$ cat config.mk
export PLATFORM = sky130hd
export DESIGN_NAME = erx
export DESIGN_NICKNAME = d
export VERILOG_FILES = /design/src/common/elink_pkg.sv /design/src/common/axil_pkg.sv /design/src/protocol/erx_decoder.sv /design/src/mmu/emmu_cfg.sv /design/src/mmu/emmu.sv /design/src/logic/erx_disty.sv /design/src/logic/erx_fifo.sv /design/src/logic/erx.sv
export SDC_FILE = /design/constraint.sdc
export NUM_CORES = 2
export LEC_CHECK = 0
export BUFFER_PORTS_ARGS = -buffer_cell sky130_fd_sc_hd__buf_2
export CORE_MARGIN = 5
export CORE_UTILIZATION = 55
export CTS_BUF_LIST = sky130_fd_sc_hd__clkbuf_4 sky130_fd_sc_hd__clkbuf_8 sky130_fd_sc_hd__clkbuf_16
export CTS_CLUSTER_DIAMETER = 120
export DETAILED_ROUTE_END_ITERATION = 10
export GPL_TIMING_DRIVEN = 0
export PLACE_DENSITY = 0.75
export SLEW_MARGIN = 30
export SYNTH_ARGS = -nofsm -noshare
export SYNTH_HDL_FRONTEND = slang
export SYNTH_SLANG_ARGS = --single-unit
$ cat constraint.sdc
create_clock -name rx_lclk_div4 -period 11.7 [get_ports rx_lclk_div4]
set_clock_uncertainty 0.15 [all_clocks]
set_input_delay 0.585 -clock rx_lclk_div4 [delete_from_list [all_inputs] [get_ports rx_lclk_div4]]
set_output_delay 0.585 -clock rx_lclk_div4 [all_outputs]
set_load 0.05 [all_outputs]
$ cat src/common/elink_pkg.sv
package elink_pkg;

   // Mesh transaction encodings
   typedef enum logic
   {
      ACC_READ  = 1'b0,
      ACC_WRITE = 1'b1
   } access_e;

   typedef enum logic [1:0]
   {
      DM_BYTE   = 2'b00,
      DM_HALF   = 2'b01,
      DM_WORD   = 2'b10,
      DM_DOUBLE = 2'b11
   } datamode_e;

   // One decoded transaction, 103 bits
   typedef struct packed
   {
      access_e     write;     // Read or write
      datamode_e   datamode;  // Transfer size
      logic [3:0]  ctrlmode;  // Passed through untouched
      logic [31:0] dstaddr;
      logic [31:0] srcaddr;   // Return address for reads
      logic [31:0] data;
   } emesh_packet_t;

   // One parallel link beat
   typedef struct packed
   {
      logic [7:0]  frame;     // One frame bit per byte lane
      logic [63:0] data;      // Byte 0 in bits 7:0
   } rx_beat_t;

   localparam logic [7:0] FRAME_IDLE = 8'h00;   // Gap between packets
   localparam logic [7:0] FRAME_HEAD = 8'hFF;   // Header beat marker

   // Address top handling
   localparam int XLAT_W = 12;                                 // Translated top width
   localparam logic [XLAT_W-1:0] RR_WINDOW = 12'h810;          // Host response window

   // Default sizes
   localparam int DEF_MMU_IDX_W  = 4;   // Index from dstaddr 31:28
   localparam int DEF_FIFO_DEPTH = 8;

endpackage

$ cat src/common/axil_pkg.sv
package axil_pkg;

   localparam int AXIL_AW = 16;   // Config address width
   localparam int AXIL_DW = 32;

   typedef enum logic [1:0]
   {
      RESP_OKAY   = 2'b00,
      RESP_SLVERR = 2'b10
   } resp_e;

   // Manager to subordinate
   typedef struct packed
   {
      logic               awvalid;
      logic [AXIL_AW-1:0] awaddr;
      logic               wvalid;
      logic [AXIL_DW-1:0] wdata;
      logic [3:0]         wstrb;
      logic               bready;
      logic               arvalid;
      logic [AXIL_AW-1:0] araddr;
      logic               rready;
   } axil_req_t;

   // Subordinate to manager
   typedef struct packed
   {
      logic               awready;
      logic               wready;
      logic               bvalid;
      resp_e              bresp;
      logic               arready;
      logic               rvalid;
      logic [AXIL_DW-1:0] rdata;
      resp_e              rresp;
   } axil_rsp_t;

endpackage

$ cat src/protocol/erx_decoder.sv
`timescale 1ns/1ps

module erx_decoder
(
   input  logic                     rx_lclk_div4,
   input  logic                     rst_n,
   input  elink_pkg::rx_beat_t      beat,
   input  logic                     rx_enable,
   output logic                     dec_valid,
   output elink_pkg::emesh_packet_t dec_pkt
);

   typedef enum logic [1:0]
   {
      IDLE,      // Waiting for a header
      PAYLOAD,   // Header taken, next beat is payload
      SKIP       // Dropping trailing framed beats
   } state_e;

   state_e      state;
   logic        frame_zero_q;   // Previous beat was a gap
   logic        hdr_hit;
   logic        frame_idle;
   logic [7:0]  hdr_cmd;        // Command byte of header
   logic [31:0] hdr_dst;        // Destination from header

   assign frame_idle = (beat.frame == elink_pkg::FRAME_IDLE);

   // Rising frame edge only, and only when enabled
   assign hdr_hit = (state == IDLE) && (beat.frame == elink_pkg::FRAME_HEAD) &&
                    frame_zero_q && rx_enable;

   always_ff @(posedge rx_lclk_div4 or negedge rst_n)
   begin
      if (!rst_n)
      begin
         state        <= IDLE;
         frame_zero_q <= 1'b0;
         dec_valid    <= 1'b0;
      end
      else
      begin
         frame_zero_q <= frame_idle;
         dec_valid    <= 1'b0;   // Single cycle strobe
         case (state)
            IDLE:
            begin
               if (hdr_hit)
                  state <= PAYLOAD;
            end
            PAYLOAD:
            begin
               dec_valid <= 1'b1;                   // Packet complete
               state     <= frame_idle ? IDLE : SKIP;   // Gap already seen
            end
            SKIP:
            begin
               if (frame_idle)
                  state <= IDLE;
            end
            default: state <= IDLE;
         endcase
      end
   end

   // Header fields and assembled packet
   always_ff @(posedge rx_lclk_div4)
   begin
      if (hdr_hit)
      begin
         hdr_cmd <= beat.data[7:0];
         hdr_dst <= beat.data[39:8];   // Bytes 1 to 4
      end
      if (state == PAYLOAD)
      begin
         dec_pkt.write    <= elink_pkg::access_e'(hdr_cmd[0]);
         dec_pkt.datamode <= elink_pkg::datamode_e'(hdr_cmd[2:1]);
         dec_pkt.ctrlmode <= hdr_cmd[7:4];
         dec_pkt.dstaddr  <= hdr_dst;
         dec_pkt.data     <= beat.data[31:0];    // Bytes 0 to 3
         dec_pkt.srcaddr  <= beat.data[63:32];   // Bytes 4 to 7
      end
   end

endmodule

$ cat src/mmu/emmu_cfg.sv
`timescale 1ns/1ps

module emmu_cfg #(
   parameter int MMU_IDX_W = elink_pkg::DEF_MMU_IDX_W
)
(
   input  logic                          rx_lclk_div4,
   input  logic                          rst_n,
   input  axil_pkg::axil_req_t           cfg_req,
   input  logic [elink_pkg::XLAT_W-1:0]  tbl_rdata,
   output axil_pkg::axil_rsp_t           cfg_rsp,
   output logic                          tbl_we,
   output logic [MMU_IDX_W-1:0]          tbl_waddr,
   output logic [elink_pkg::XLAT_W-1:0]  tbl_wdata,
   output logic [MMU_IDX_W-1:0]          tbl_raddr
);

   localparam int IDX_LSB = 2;   // Word addressed entries

   logic                         awready_q;
   logic                         arready_q;
   logic                         bvalid_q;
   logic                         rvalid_q;
   axil_pkg::resp_e              bresp_q;
   axil_pkg::resp_e              rresp_q;
   logic [axil_pkg::AXIL_DW-1:0] rdata_q;
   logic                         wr_hs;
   logic                         rd_hs;
   logic                         aw_in_range;
   logic                         ar_in_range;

   assign wr_hs = awready_q & cfg_req.awvalid & cfg_req.wvalid;   // AW and W together
   assign rd_hs = arready_q & cfg_req.arvalid;

   // Upper address bits must be zero
   assign aw_in_range = (cfg_req.awaddr[axil_pkg::AXIL_AW-1:IDX_LSB+MMU_IDX_W] == '0);
   assign ar_in_range = (cfg_req.araddr[axil_pkg::AXIL_AW-1:IDX_LSB+MMU_IDX_W] == '0);

   assign tbl_we    = wr_hs & aw_in_range;
   assign tbl_waddr = cfg_req.awaddr[IDX_LSB +: MMU_IDX_W];
   assign tbl_wdata = cfg_req.wdata[elink_pkg::XLAT_W-1:0];   // Upper bits dropped
   assign tbl_raddr = cfg_req.araddr[IDX_LSB +: MMU_IDX_W];

   always_ff @(posedge rx_lclk_div4 or negedge rst_n)
   begin
      if (!rst_n)
      begin
         awready_q <= 1'b0;
         arready_q <= 1'b0;
         bvalid_q  <= 1'b0;
         rvalid_q  <= 1'b0;
      end
      else
      begin
         // One outstanding write, ready pulses once
         awready_q <= cfg_req.awvalid & cfg_req.wvalid & ~awready_q & ~bvalid_q;
         if (wr_hs)
            bvalid_q <= 1'b1;
         else if (cfg_req.bready)
            bvalid_q <= 1'b0;
         // One outstanding read
         arready_q <= cfg_req.arvalid & ~arready_q & ~rvalid_q;
         if (rd_hs)
            rvalid_q <= 1'b1;
         else if (cfg_req.rready)
            rvalid_q <= 1'b0;
      end
   end

   // Response holding registers
   always_ff @(posedge rx_lclk_div4)
   begin
      if (wr_hs)
         bresp_q <= aw_in_range ? axil_pkg::RESP_OKAY : axil_pkg::RESP_SLVERR;
      if (rd_hs)
      begin
         rdata_q <= ar_in_range ?
                    {{(axil_pkg::AXIL_DW-elink_pkg::XLAT_W){1'b0}}, tbl_rdata} : '0;
         rresp_q <= ar_in_range ? axil_pkg::RESP_OKAY : axil_pkg::RESP_SLVERR;
      end
   end

   assign cfg_rsp.awready = awready_q;
   assign cfg_rsp.wready  = awready_q;   // W taken with AW
   assign cfg_rsp.bvalid  = bvalid_q;
   assign cfg_rsp.bresp   = bresp_q;
   assign cfg_rsp.arready = arready_q;
   assign cfg_rsp.rvalid  = rvalid_q;
   assign cfg_rsp.rdata   = rdata_q;
   assign cfg_rsp.rresp   = rresp_q;

endmodule

$ cat src/mmu/emmu.sv
`timescale 1ns/1ps

module emmu #(
   parameter int MMU_IDX_W = elink_pkg::DEF_MMU_IDX_W
)
(
   input  logic                     rx_lclk_div4,
   input  logic                     rst_n,
   input  logic                     mmu_enable,
   input  logic                     dec_valid,
   input  elink_pkg::emesh_packet_t dec_pkt,
   input  axil_pkg::axil_req_t      cfg_req,
   output axil_pkg::axil_rsp_t      cfg_rsp,
   output logic                     mmu_valid,
   output elink_pkg::emesh_packet_t mmu_pkt
);

   localparam int ENTRIES = 2**MMU_IDX_W;

   logic [elink_pkg::XLAT_W-1:0] tbl [ENTRIES];   // Translation table
   logic                         tbl_we;
   logic [MMU_IDX_W-1:0]         tbl_waddr;
   logic [elink_pkg::XLAT_W-1:0] tbl_wdata;
   logic [MMU_IDX_W-1:0]         tbl_raddr;
   logic [elink_pkg::XLAT_W-1:0] tbl_rdata;
   logic [MMU_IDX_W-1:0]         xlat_idx;

   emmu_cfg #(.MMU_IDX_W(MMU_IDX_W)) emmu_cfg
   (
      .rx_lclk_div4 (rx_lclk_div4),
      .rst_n        (rst_n),
      .cfg_req      (cfg_req),
      .tbl_rdata    (tbl_rdata),
      .cfg_rsp      (cfg_rsp),
      .tbl_we       (tbl_we),
      .tbl_waddr    (tbl_waddr),
      .tbl_wdata    (tbl_wdata),
      .tbl_raddr    (tbl_raddr)
   );

   // Entries come up as zero
   always_ff @(posedge rx_lclk_div4 or negedge rst_n)
   begin
      if (!rst_n)
      begin
         for (int i = 0; i < ENTRIES; i++)
            tbl[i] <= '0;
      end
      else if (tbl_we)
         tbl[tbl_waddr] <= tbl_wdata;
   end

   assign tbl_rdata = tbl[tbl_raddr];                   // Bus readback
   assign xlat_idx  = dec_pkt.dstaddr[31 -: MMU_IDX_W];   // Top bits pick entry

   always_ff @(posedge rx_lclk_div4 or negedge rst_n)
   begin
      if (!rst_n)
         mmu_valid <= 1'b0;
      else
         mmu_valid <= dec_valid;
   end

   always_ff @(posedge rx_lclk_div4)
   begin
      if (dec_valid)
      begin
         mmu_pkt <= dec_pkt;
         if (mmu_enable)
            mmu_pkt.dstaddr[31 -: elink_pkg::XLAT_W] <= tbl[xlat_idx];   // Replace top
      end
   end

endmodule

$ cat src/logic/erx_disty.sv
`timescale 1ns/1ps

module erx_disty
(
   input  logic                     rx_lclk_div4,
   input  logic                     rst_n,
   input  logic                     mmu_valid,
   input  elink_pkg::emesh_packet_t mmu_pkt,
   input  logic                     wr_afull,
   input  logic                     rq_afull,
   input  logic                     rr_afull,
   input  logic                     wr_full,
   input  logic                     rq_full,
   input  logic                     rr_full,
   output logic                     wr_push,
   output logic                     rq_push,
   output logic                     rr_push,
   output elink_pkg::emesh_packet_t route_pkt,
   output logic                     rx_wr_wait,
   output logic                     rx_rd_wait
);

   logic is_read;
   logic is_rr;
   logic is_wr;

   // Classify by opcode and response window
   assign is_read = (mmu_pkt.write == elink_pkg::ACC_READ);
   assign is_rr   = ~is_read &&
                    (mmu_pkt.dstaddr[31 -: elink_pkg::XLAT_W] == elink_pkg::RR_WINDOW);
   assign is_wr   = ~is_read & ~is_rr;

   always_ff @(posedge rx_lclk_div4 or negedge rst_n)
   begin
      if (!rst_n)
      begin
         wr_push    <= 1'b0;
         rq_push    <= 1'b0;
         rr_push    <= 1'b0;
         rx_wr_wait <= 1'b0;
         rx_rd_wait <= 1'b0;
      end
      else
      begin
         wr_push    <= mmu_valid & is_wr & ~wr_full;     // Dropped when full
         rq_push    <= mmu_valid & is_read & ~rq_full;
         rr_push    <= mmu_valid & is_rr & ~rr_full;
         rx_wr_wait <= wr_afull | rr_afull;              // Both write queues
         rx_rd_wait <= rq_afull;
      end
   end

   // Shared packet for all three queues
   always_ff @(posedge rx_lclk_div4)
   begin
      if (mmu_valid)
         route_pkt <= mmu_pkt;
   end

endmodule

$ cat src/logic/erx_fifo.sv
`timescale 1ns/1ps

module erx_fifo #(
   parameter int DEPTH = elink_pkg::DEF_FIFO_DEPTH
)
(
   input  logic                     rx_lclk_div4,
   input  logic                     rst_n,
   input  logic                     push,
   input  elink_pkg::emesh_packet_t push_pkt,
   input  logic                     pop,
   output logic                     valid,
   output elink_pkg::emesh_packet_t head_pkt,
   output logic                     full,
   output logic                     almost_full
);

   localparam int PTR_W = (DEPTH > 1) ? $clog2(DEPTH) : 1;
   localparam int CNT_W = $clog2(DEPTH + 1);
   localparam logic [PTR_W-1:0] LAST_PTR  = PTR_W'(DEPTH - 1);
   localparam logic [CNT_W-1:0] FULL_CNT  = CNT_W'(DEPTH);
   localparam logic [CNT_W-1:0] AFULL_CNT = CNT_W'(DEPTH - 2);   // Wait threshold

   elink_pkg::emesh_packet_t mem [DEPTH];
   logic [PTR_W-1:0]         wr_ptr;
   logic [PTR_W-1:0]         rd_ptr;
   logic [CNT_W-1:0]         count;
   logic                     do_push;
   logic                     do_pop;

   assign valid       = (count != '0);
   assign full        = (count == FULL_CNT);
   assign almost_full = (count >= AFULL_CNT);
   assign head_pkt    = mem[rd_ptr];       // Show-ahead
   assign do_push     = push & ~full;      // Overflow guard
   assign do_pop      = pop & valid;

   always_ff @(posedge rx_lclk_div4 or negedge rst_n)
   begin
      if (!rst_n)
      begin
         wr_ptr <= '0;
         rd_ptr <= '0;
         count  <= '0;
      end
      else
      begin
         if (do_push)
            wr_ptr <= (wr_ptr == LAST_PTR) ? '0 : wr_ptr + 1'b1;
         if (do_pop)
            rd_ptr <= (rd_ptr == LAST_PTR) ? '0 : rd_ptr + 1'b1;
         if (do_push && !do_pop)
            count <= count + 1'b1;
         else if (do_pop && !do_push)
            count <= count - 1'b1;
      end
   end

   always_ff @(posedge rx_lclk_div4)
   begin
      if (do_push)
         mem[wr_ptr] <= push_pkt;
   end

endmodule

$ cat src/logic/erx.sv
`timescale 1ns/1ps

module erx #(
   parameter int MMU_IDX_W  = elink_pkg::DEF_MMU_IDX_W,
   parameter int FIFO_DEPTH = elink_pkg::DEF_FIFO_DEPTH
)
(
   input  logic                     rx_lclk_div4,
   input  logic                     rst_n,
   input  elink_pkg::rx_beat_t      beat,
   input  logic                     rx_enable,
   input  logic                     mmu_enable,
   input  axil_pkg::axil_req_t      cfg_req,
   input  logic                     wr_ready,
   input  logic                     rq_ready,
   input  logic                     rr_ready,
   output axil_pkg::axil_rsp_t      cfg_rsp,
   output logic                     wr_valid,
   output elink_pkg::emesh_packet_t wr_pkt,
   output logic                     rq_valid,
   output elink_pkg::emesh_packet_t rq_pkt,
   output logic                     rr_valid,
   output logic [31:0]              rr_data,
   output logic                     rx_wr_wait,
   output logic                     rx_rd_wait
);

   logic                     dec_valid;
   elink_pkg::emesh_packet_t dec_pkt;
   logic                     mmu_valid;
   elink_pkg::emesh_packet_t mmu_pkt;
   elink_pkg::emesh_packet_t route_pkt;
   elink_pkg::emesh_packet_t rr_pkt;      // Only data leaves the block
   logic                     wr_push, rq_push, rr_push;
   logic                     wr_afull, rq_afull, rr_afull;
   logic                     wr_full, rq_full, rr_full;

   erx_decoder erx_decoder
   (
      .rx_lclk_div4 (rx_lclk_div4), .rst_n (rst_n), .beat (beat),
      .rx_enable (rx_enable), .dec_valid (dec_valid), .dec_pkt (dec_pkt)
   );

   emmu #(.MMU_IDX_W(MMU_IDX_W)) emmu
   (
      .rx_lclk_div4 (rx_lclk_div4), .rst_n (rst_n), .mmu_enable (mmu_enable),
      .dec_valid (dec_valid), .dec_pkt (dec_pkt), .cfg_req (cfg_req),
      .cfg_rsp (cfg_rsp), .mmu_valid (mmu_valid), .mmu_pkt (mmu_pkt)
   );

   erx_disty erx_disty
   (
      .rx_lclk_div4 (rx_lclk_div4), .rst_n (rst_n), .mmu_valid (mmu_valid),
      .mmu_pkt (mmu_pkt), .wr_afull (wr_afull), .rq_afull (rq_afull),
      .rr_afull (rr_afull), .wr_full (wr_full), .rq_full (rq_full), .rr_full (rr_full),
      .wr_push (wr_push), .rq_push (rq_push), .rr_push (rr_push), .route_pkt (route_pkt),
      .rx_wr_wait (rx_wr_wait), .rx_rd_wait (rx_rd_wait)
   );

   // Writes
   erx_fifo #(.DEPTH(FIFO_DEPTH)) wr_fifo
   (
      .rx_lclk_div4 (rx_lclk_div4), .rst_n (rst_n), .push (wr_push), .push_pkt (route_pkt),
      .pop (wr_ready), .valid (wr_valid), .head_pkt (wr_pkt), .full (wr_full),
      .almost_full (wr_afull)
   );

   // Read requests
   erx_fifo #(.DEPTH(FIFO_DEPTH)) rq_fifo
   (
      .rx_lclk_div4 (rx_lclk_div4), .rst_n (rst_n), .push (rq_push), .push_pkt (route_pkt),
      .pop (rq_ready), .valid (rq_valid), .head_pkt (rq_pkt), .full (rq_full),
      .almost_full (rq_afull)
   );

   // Read responses for the host
   erx_fifo #(.DEPTH(FIFO_DEPTH)) rr_fifo
   (
      .rx_lclk_div4 (rx_lclk_div4), .rst_n (rst_n), .push (rr_push), .push_pkt (route_pkt),
      .pop (rr_ready), .valid (rr_valid), .head_pkt (rr_pkt), .full (rr_full),
      .almost_full (rr_afull)
   );

   assign rr_data = rr_pkt.data;

endmodule

=== Yosys cells after proc, flatten, opt, wreduce, memory -nomap -nowiden ===
Memories as Yosys holds them, arrays and structs flattened.
Index checks and enable logic that the tools add are counted.

* Muxes and demuxes: 39
* Reduce and logical (&&, ||, !) cells: 30
* Equality and inequality tests: 15
* Bitwise operators: 35
* Order comparisons: 7
* $add $sub $neg: 12

{| class="wikitable"
|+ Operator list
! operator !! count
|-
| $bwmux 192 || 1
|-
| $bmux 12 s4 || 2
|-
| $mux 12 || 6
|-
| $demux 12 s4 || 1
|-
| $mux 4 || 6
|-
| $and 1x1->1 || 22
|-
| $logic_not 10->1 || 2
|-
| $add 3x1->3 const B || 6
|-
| $eq 3x3->1 const B || 6
|-
| $mux 3 || 6
|-
| $ge 5x5->1 const B || 3
|-
| $not 4->5 || 3
|-
| $add 4x1->4 const B || 3
|-
| $eq 12x12->1 const B || 1
|-
| $eq 4x4->1 const B || 3
|-
| $ge 4x3->1 const B || 3
|-
| $reduce_bool 4->1 || 3
|-
| $sub 4x1->4 const B || 3
|-
| $logic_and 1x1->1 || 11
|-
| $mux 1 || 11
|-
| $mux 2 || 5
|-
| $reduce_bool 2->1 || 5
|-
| $not 1->1 || 9
|-
| $eq 8x8->1 const B || 1
|-
| other kinds (10) || 16
|}

* Output and inout bits: 284
* Memories: 3
* Register bits: 621
* Bits in writable memories: 2472

{| class="wikitable"
|+ Memories
! name !! words !! bits a word !! rd ports !! clocked after Yosys merged registers in !! write ports !! line !! text
|-
| rq_fifo.mem || 8 || 103 || 1 || 0 || 1 || erx_fifo.sv:24 || <nowiki>elink_pkg::emesh_packet_t mem [DEPTH];</nowiki>
|-
| rr_fifo.mem || 8 || 103 || 1 || 0 || 1 || erx_fifo.sv:24 ||
|-
| wr_fifo.mem || 8 || 103 || 1 || 0 || 1 || erx_fifo.sv:24 ||
|}

=== Longest topological paths before layout ===
* Depth after elaboration: 7
* Mapped depth: 11

=== By module ===
A second synthesis with hierarchy kept.

* Cells, all modules: 4915
* Area total of the unflattened synthesis: 118407.3 µm²

{| class="wikitable"
|+ By module, submodules not included
! module !! seq. area each (µm²) !! instances !! cells an instance !! area each (µm²)
|-
| erx_fifo || 24994.0 || 3 || 1256 || 31990.7
|-
| emmu || 7922.6 || 1 || 762 || 13487.9
|-
| erx_decoder || 4364.2 || 1 || 157 || 4438.0
|-
| erx_disty || 3218.1 || 1 || 117 || 3304.4
|-
| emmu_cfg || 520.5 || 1 || 111 || 1204.9
|}

=== Worst setup path after synthesis ===
OpenSTA, ideal clock, no wires.

* Kind: register -> register
* Start point: register rq_fifo.count[0]
* End point: memory rq_fifo.mem[0][0] (netlist name) (enable)
* Setup time: 817 ps
* Stages on the path, launching flop included: 5
* Buffers on the path: 0
* Arrival time: 10376 ps
* Path slack: 357 ps
* Cells stage by stage: dfrtp_1 -> nor3_1 -> nand2_1 -> nand2_1 -> nor4_1

* Longest elaborated chain between the ends: 5

{| class="wikitable"
|+ RTL lines
! what !! line !! text
|-
| from (decl) || erx_fifo.sv:27 || <nowiki>logic [CNT_W-1:0] count;</nowiki>
|-
| from (signal assigned) || erx_fifo.sv:53 || <nowiki>count <= count + 1'b1;</nowiki>
|-
| from (signal assigned) || erx_fifo.sv:55 || <nowiki>count <= count - 1'b1;</nowiki>
|-
| $eq 4x4->1 || erx_fifo.sv:32 || <nowiki>assign full = (count == FULL_CNT);</nowiki>
|-
| $not 1->1 || erx_fifo.sv:35 || <nowiki>assign do_push = push & ~full;</nowiki>
|-
| $and 1x1->1 || erx_fifo.sv:35 ||
|-
| $mux 1 || erx_fifo.sv:61 || <nowiki>if (do_push)</nowiki>
|-
| $mux 1 (not written as such) || erx_fifo.sv:62 || <nowiki>mem[wr_ptr] <= push_pkt;</nowiki>
|-
| to (decl) || erx_fifo.sv:24 ||
|}

Every way passes these cells.

==> results.md <==
- Setup WS pre-CTS: around 7.6 ns
- Fill cells: between 10k and 15k
- Total gr overflow: 0
- Status: finished, final reports clean
- Chip width: roughly 430 um
- Total GRT Usage: 26.29%
- Met2 WL: around 120,000 um
- Max-cap viol count: 0
- Metal-1 WL: between 80,000 and 90,000 um
- Critical Path, Cell by Cell: clkbuf_2, clkbuf_1, clkbuf_1, mux4_2, mux2_2, buf_2
- Slew headroom: 32.54%
- Worst ir drop on vdd: 0.1435 mV
- CP dominant cell by count: clkbuf_1
- Fin. max-slew vios: 0
- Worst path slowest cell: clkbuf_1
- Endpoints failing setup: 0
- Largest net degree at the start of global routing: 89
- Cell area after layout: 0.1126 mm^2
- CP delay by family, top: buffers and inverters
- Drc violations: 0
- Initial antenna violation count: 6
- Routed vias/inst: 6.154
- IO Port Bufs: around 380
- Crit path time final: 4.928 ns
- Post-synthesis register bit count: 2,502
- DR vias: 46.66k
- Worst Setup End Kind: output port
- Vias in the first global route: a little under 50k
- Layout cell share with drive strength beyond 1: 42.01%
- Power Dens Cells: between 150 and 200 mW/mm^2
- YS warnings: 0
- TritonCTS buffer count: around 240
- Bufs on Longest Clock Path: 3
- RePlAce Congestion: just over 0.8
- Num ports: 436
- Mean Syn Cell Area: about 23 um^2
- Met3 routed WL: 17,700 um
- Unrepaired setup endpoints after global routing: false
- Routed wire per std cell: 31.06 um
- LEAKAGE: 38.48 nW
- Multi-input logic area: 0.02016 mm^2
- Rows: 152
- Antenna Violating Nets Remaining: 0
- Starting Density: 55.31%
- Worst-Margin Slew: 1.012 ns
- Nets: 5,234
- Seq/Total Area, Yosys: 77.86%
- FF+latch area: 0.07396 mm^2
- Chip Height: approximately 430 um
- Die area: 0.1811 mm^2
- Crit path arrival time: 4.19 ns
- DR top layer: met4
- First-pass GRT wire length: 340,300 um
- Core area: 0.1717 mm^2
- Max Fclk: a little over 0.2 GHz
- Worst-Skew Late Latency: 0.88 ns
- Required time worst endpoint: 10.97 ns
- Worst Setup Slack, final: 6.772 ns
- Tcrit/Tclk final: a little over two fifths
- Iteration-0 DRC Markers: roughly 5.3k
- Synthesized instance count: a little over 4k
- Worst setup SP type: flip-flop
- Hold WC Path Type: input pin to flip-flop
- CTS tree: yes
- Mapped cell area: 0.09498 mm^2
- Synth-to-layout area growth: 18.50%
- Synth cell types: 51
- Buf/Inv on CP: 4
- Crit Path Max Fanout: 10
- CP Class: flip-flop to output port
- Post-CTS sizing: 0
- Root Driver: clkbuf_16
- Reg2Reg Setup Slack: 7.69 ns
- Endpoints failing hold: 0
- Clock sinks: 2,502
- H-tree levels: 4
- Final WL: 235,500 um
- Drt pass-1 iters: 6
- Placed cell area: around 0.10 mm^2
- Worst stage delay on the critical path: 0.78 ns
- CTS clock-pin slew for the worst setup and hold paths: 0.06 ns
- DP Wirelength: 158,400 um
-- sequential cells by signal (all words and copies together), names as in the netlist, 2 cells and up --
signal	cells
erx_decoder.hdr_cmd	7
rr_fifo.mem	256
rr_fifo.rd_ptr	3
rr_fifo.wr_ptr	3
erx_decoder.dec_pkt	103
emmu.emmu_cfg.rdata_q	12
rr_fifo.count	4
emmu.mmu_pkt	103
rq_fifo.rd_ptr	3
wr_fifo.mem	824
rq_fifo.mem	824
erx_decoder.state	2
emmu.tbl	192
wr_fifo.rd_ptr	3
rq_fifo.wr_ptr	3
rq_fifo.count	4
erx_decoder.hdr_dst	32
erx_disty.route_pkt	103
wr_fifo.wr_ptr	3
wr_fifo.count	4
-- area by class of cell --
class | instances | area share (%)
sequential | 2502 | 65.71
multi-input combinational | 1338 | 17.91
clock buffer | 306 | 5.836
timing repair buffer | 738 | 5.682
tap | 2310 | 2.568
clock inverter | 142 | 1.258
buffer | 224 | 0.9649
inverter | 16 | 0.05336
antenna | 6 | 0.01334
-- power by group --
| part | switching (W) | internal, W | total [W] |
|---|---|---|---|
| logic | 0.00307 | 0.00174 | 0.00481 |
| clock network | 0.00329 | 0.00446 | 0.00775 |
| registers | 0.0000285 | 0.00964 | 0.00967 |
-- through the flow --
| stage | cells | utilization, % | setup TNS, ns | total power [W] | hold WS (ns) |
|---|---|---|---|---|---|
| floorplan | 4080 | - | 0 | 0.01331 | 0.1394 |
| global placement | 6771 | 58.15 | -4555.73 | 0.01465 | 0.2513 |
| detailed placement | 7037 | 60.34 | 0 | 0.01470 | 0.2288 |
| CTS | 7574 | 65.51 | 0 | 0.02242 | 0.003705 |
| global route | 7577 | 65.53 | 0 | 0.02295 | 0.04628 |
| finish | 7582 | 65.54 | 0 | 0.02223 | 0.05730 |
-- cell usage after synthesis, drive strengths merged --
master	instances	area share [%]
or3	1	0.0066
nand2	38	0.15
fa	3	0.063
a21bo	1	0.011
o21ai	8	0.042
nand4b	2	0.018
o221ai	6	0.055
mux4	566	13
nor2	37	0.15
or2	1	0.0066
mux2i	27	0.28
a211oi	3	0.024
a21oi	11	0.058
nand2b	15	0.099
o22ai	22	0.14
nor3b	2	0.016
xnor2	10	0.092
a21o	8	0.063
clkbuf	104	0.41
nand3	4	0.021
dfrtp	236	6.2
mux2	444	5.3
or4	7	0.063
o211ai	6	0.047
inv	15	0.059
ha	21	0.28
conb	1	0.0039
edfxtp	2266	72
and2	4	0.026
nand4	2	0.013
nor3	36	0.24
nand3b	2	0.016
nor2b	3	0.020
buf	120	0.70
nor4b	2	0.018
a221oi	5	0.046
and3	3	0.021
and3b	2	0.018
clkinv	1	0.0039
a31oi	2	0.013
nor4	12	0.086
-- timing repair --
action,CTS,global route
setup buffers,0,0
hold endpoints to repair,253,0
hold buffers,89,0
-- layer usage --
metal  vias to the layer above  GRT usage, %
met5                         -             0
met4                         0         12.58
met3                       473         4.145
met2                      2383         42.90
met1                     24820         35.24
li1                      18981             -
-- placed cells by master (no fill, tap or decap), drive strengths merged, types with 11 or more instances in the layout --
| cell | n |
|---|---|
| mux2 | 444 |
| clkbuf | 413 |
| nand2 | 38 |
| nor3 | 36 |
| bufinv | 22 |
| nor2 | 37 |
| a21oi | 11 |
| mux4 | 566 |
| clkinv | 109 |
| conb | 22 |
| inv | 24 |
| o22ai | 22 |
| dfrtp | 236 |
| nand2b | 15 |
| buf | 766 |
| edfxtp | 2266 |
| ha | 21 |
| nor4 | 12 |
| mux2i | 27 |
| dlygate4sd3 | 89 |
-- logic make-up (layout without fill, tap and decap cells) --
family	count (synthesis)	in the layout	share of synthesized area, %
xor+xnor	10	10	0.09220
mux	1037	1037	19.05
flops	2502	2502	77.86
fa+ha+maj	24	24	0.3399
compound gates	72	72	0.5045
buf+inv	240	1426	1.174
other cells	1	28	0.003948
simple gates	173	173	0.9827
-- worst register-to-register path: cells and delay by family (launching register included) --
family / cells / cell delay (ns)
and+or+nand+nor: 5 / 1.43
buffers and inverters: 8 / 1.66
DFF: 1 / 0.45
-- worst paths after layout --
kind                                                      endpoint                              start  depth (start not counted)
worst max-delay path                                    rq_pkt[76]      rq_fifo.rd_ptr[1]$_DFFE_PN0P_                          6
worst min-delay path            emmu.emmu_cfg.bresp_q[1]$_DFFE_PP_                        cfg_req[55]                          3
worst max register to register        rq_fifo.mem[1][46]$_DFFE_PP_       rq_fifo.count[0]$_DFFE_PN0P_                         13
worst min register to register   erx_decoder.dec_pkt[90]$_DFFE_PP_  erx_decoder.hdr_dst[26]$_DFFE_PP_                          0
max in group asynchronous        emmu.emmu_cfg.arready_q$_DFF_PN0_                              rst_n                          4
min in group asynchronous              erx_disty.rr_push$_DFF_PN0_                              rst_n                          3
(Power assumes the default switching activity.)
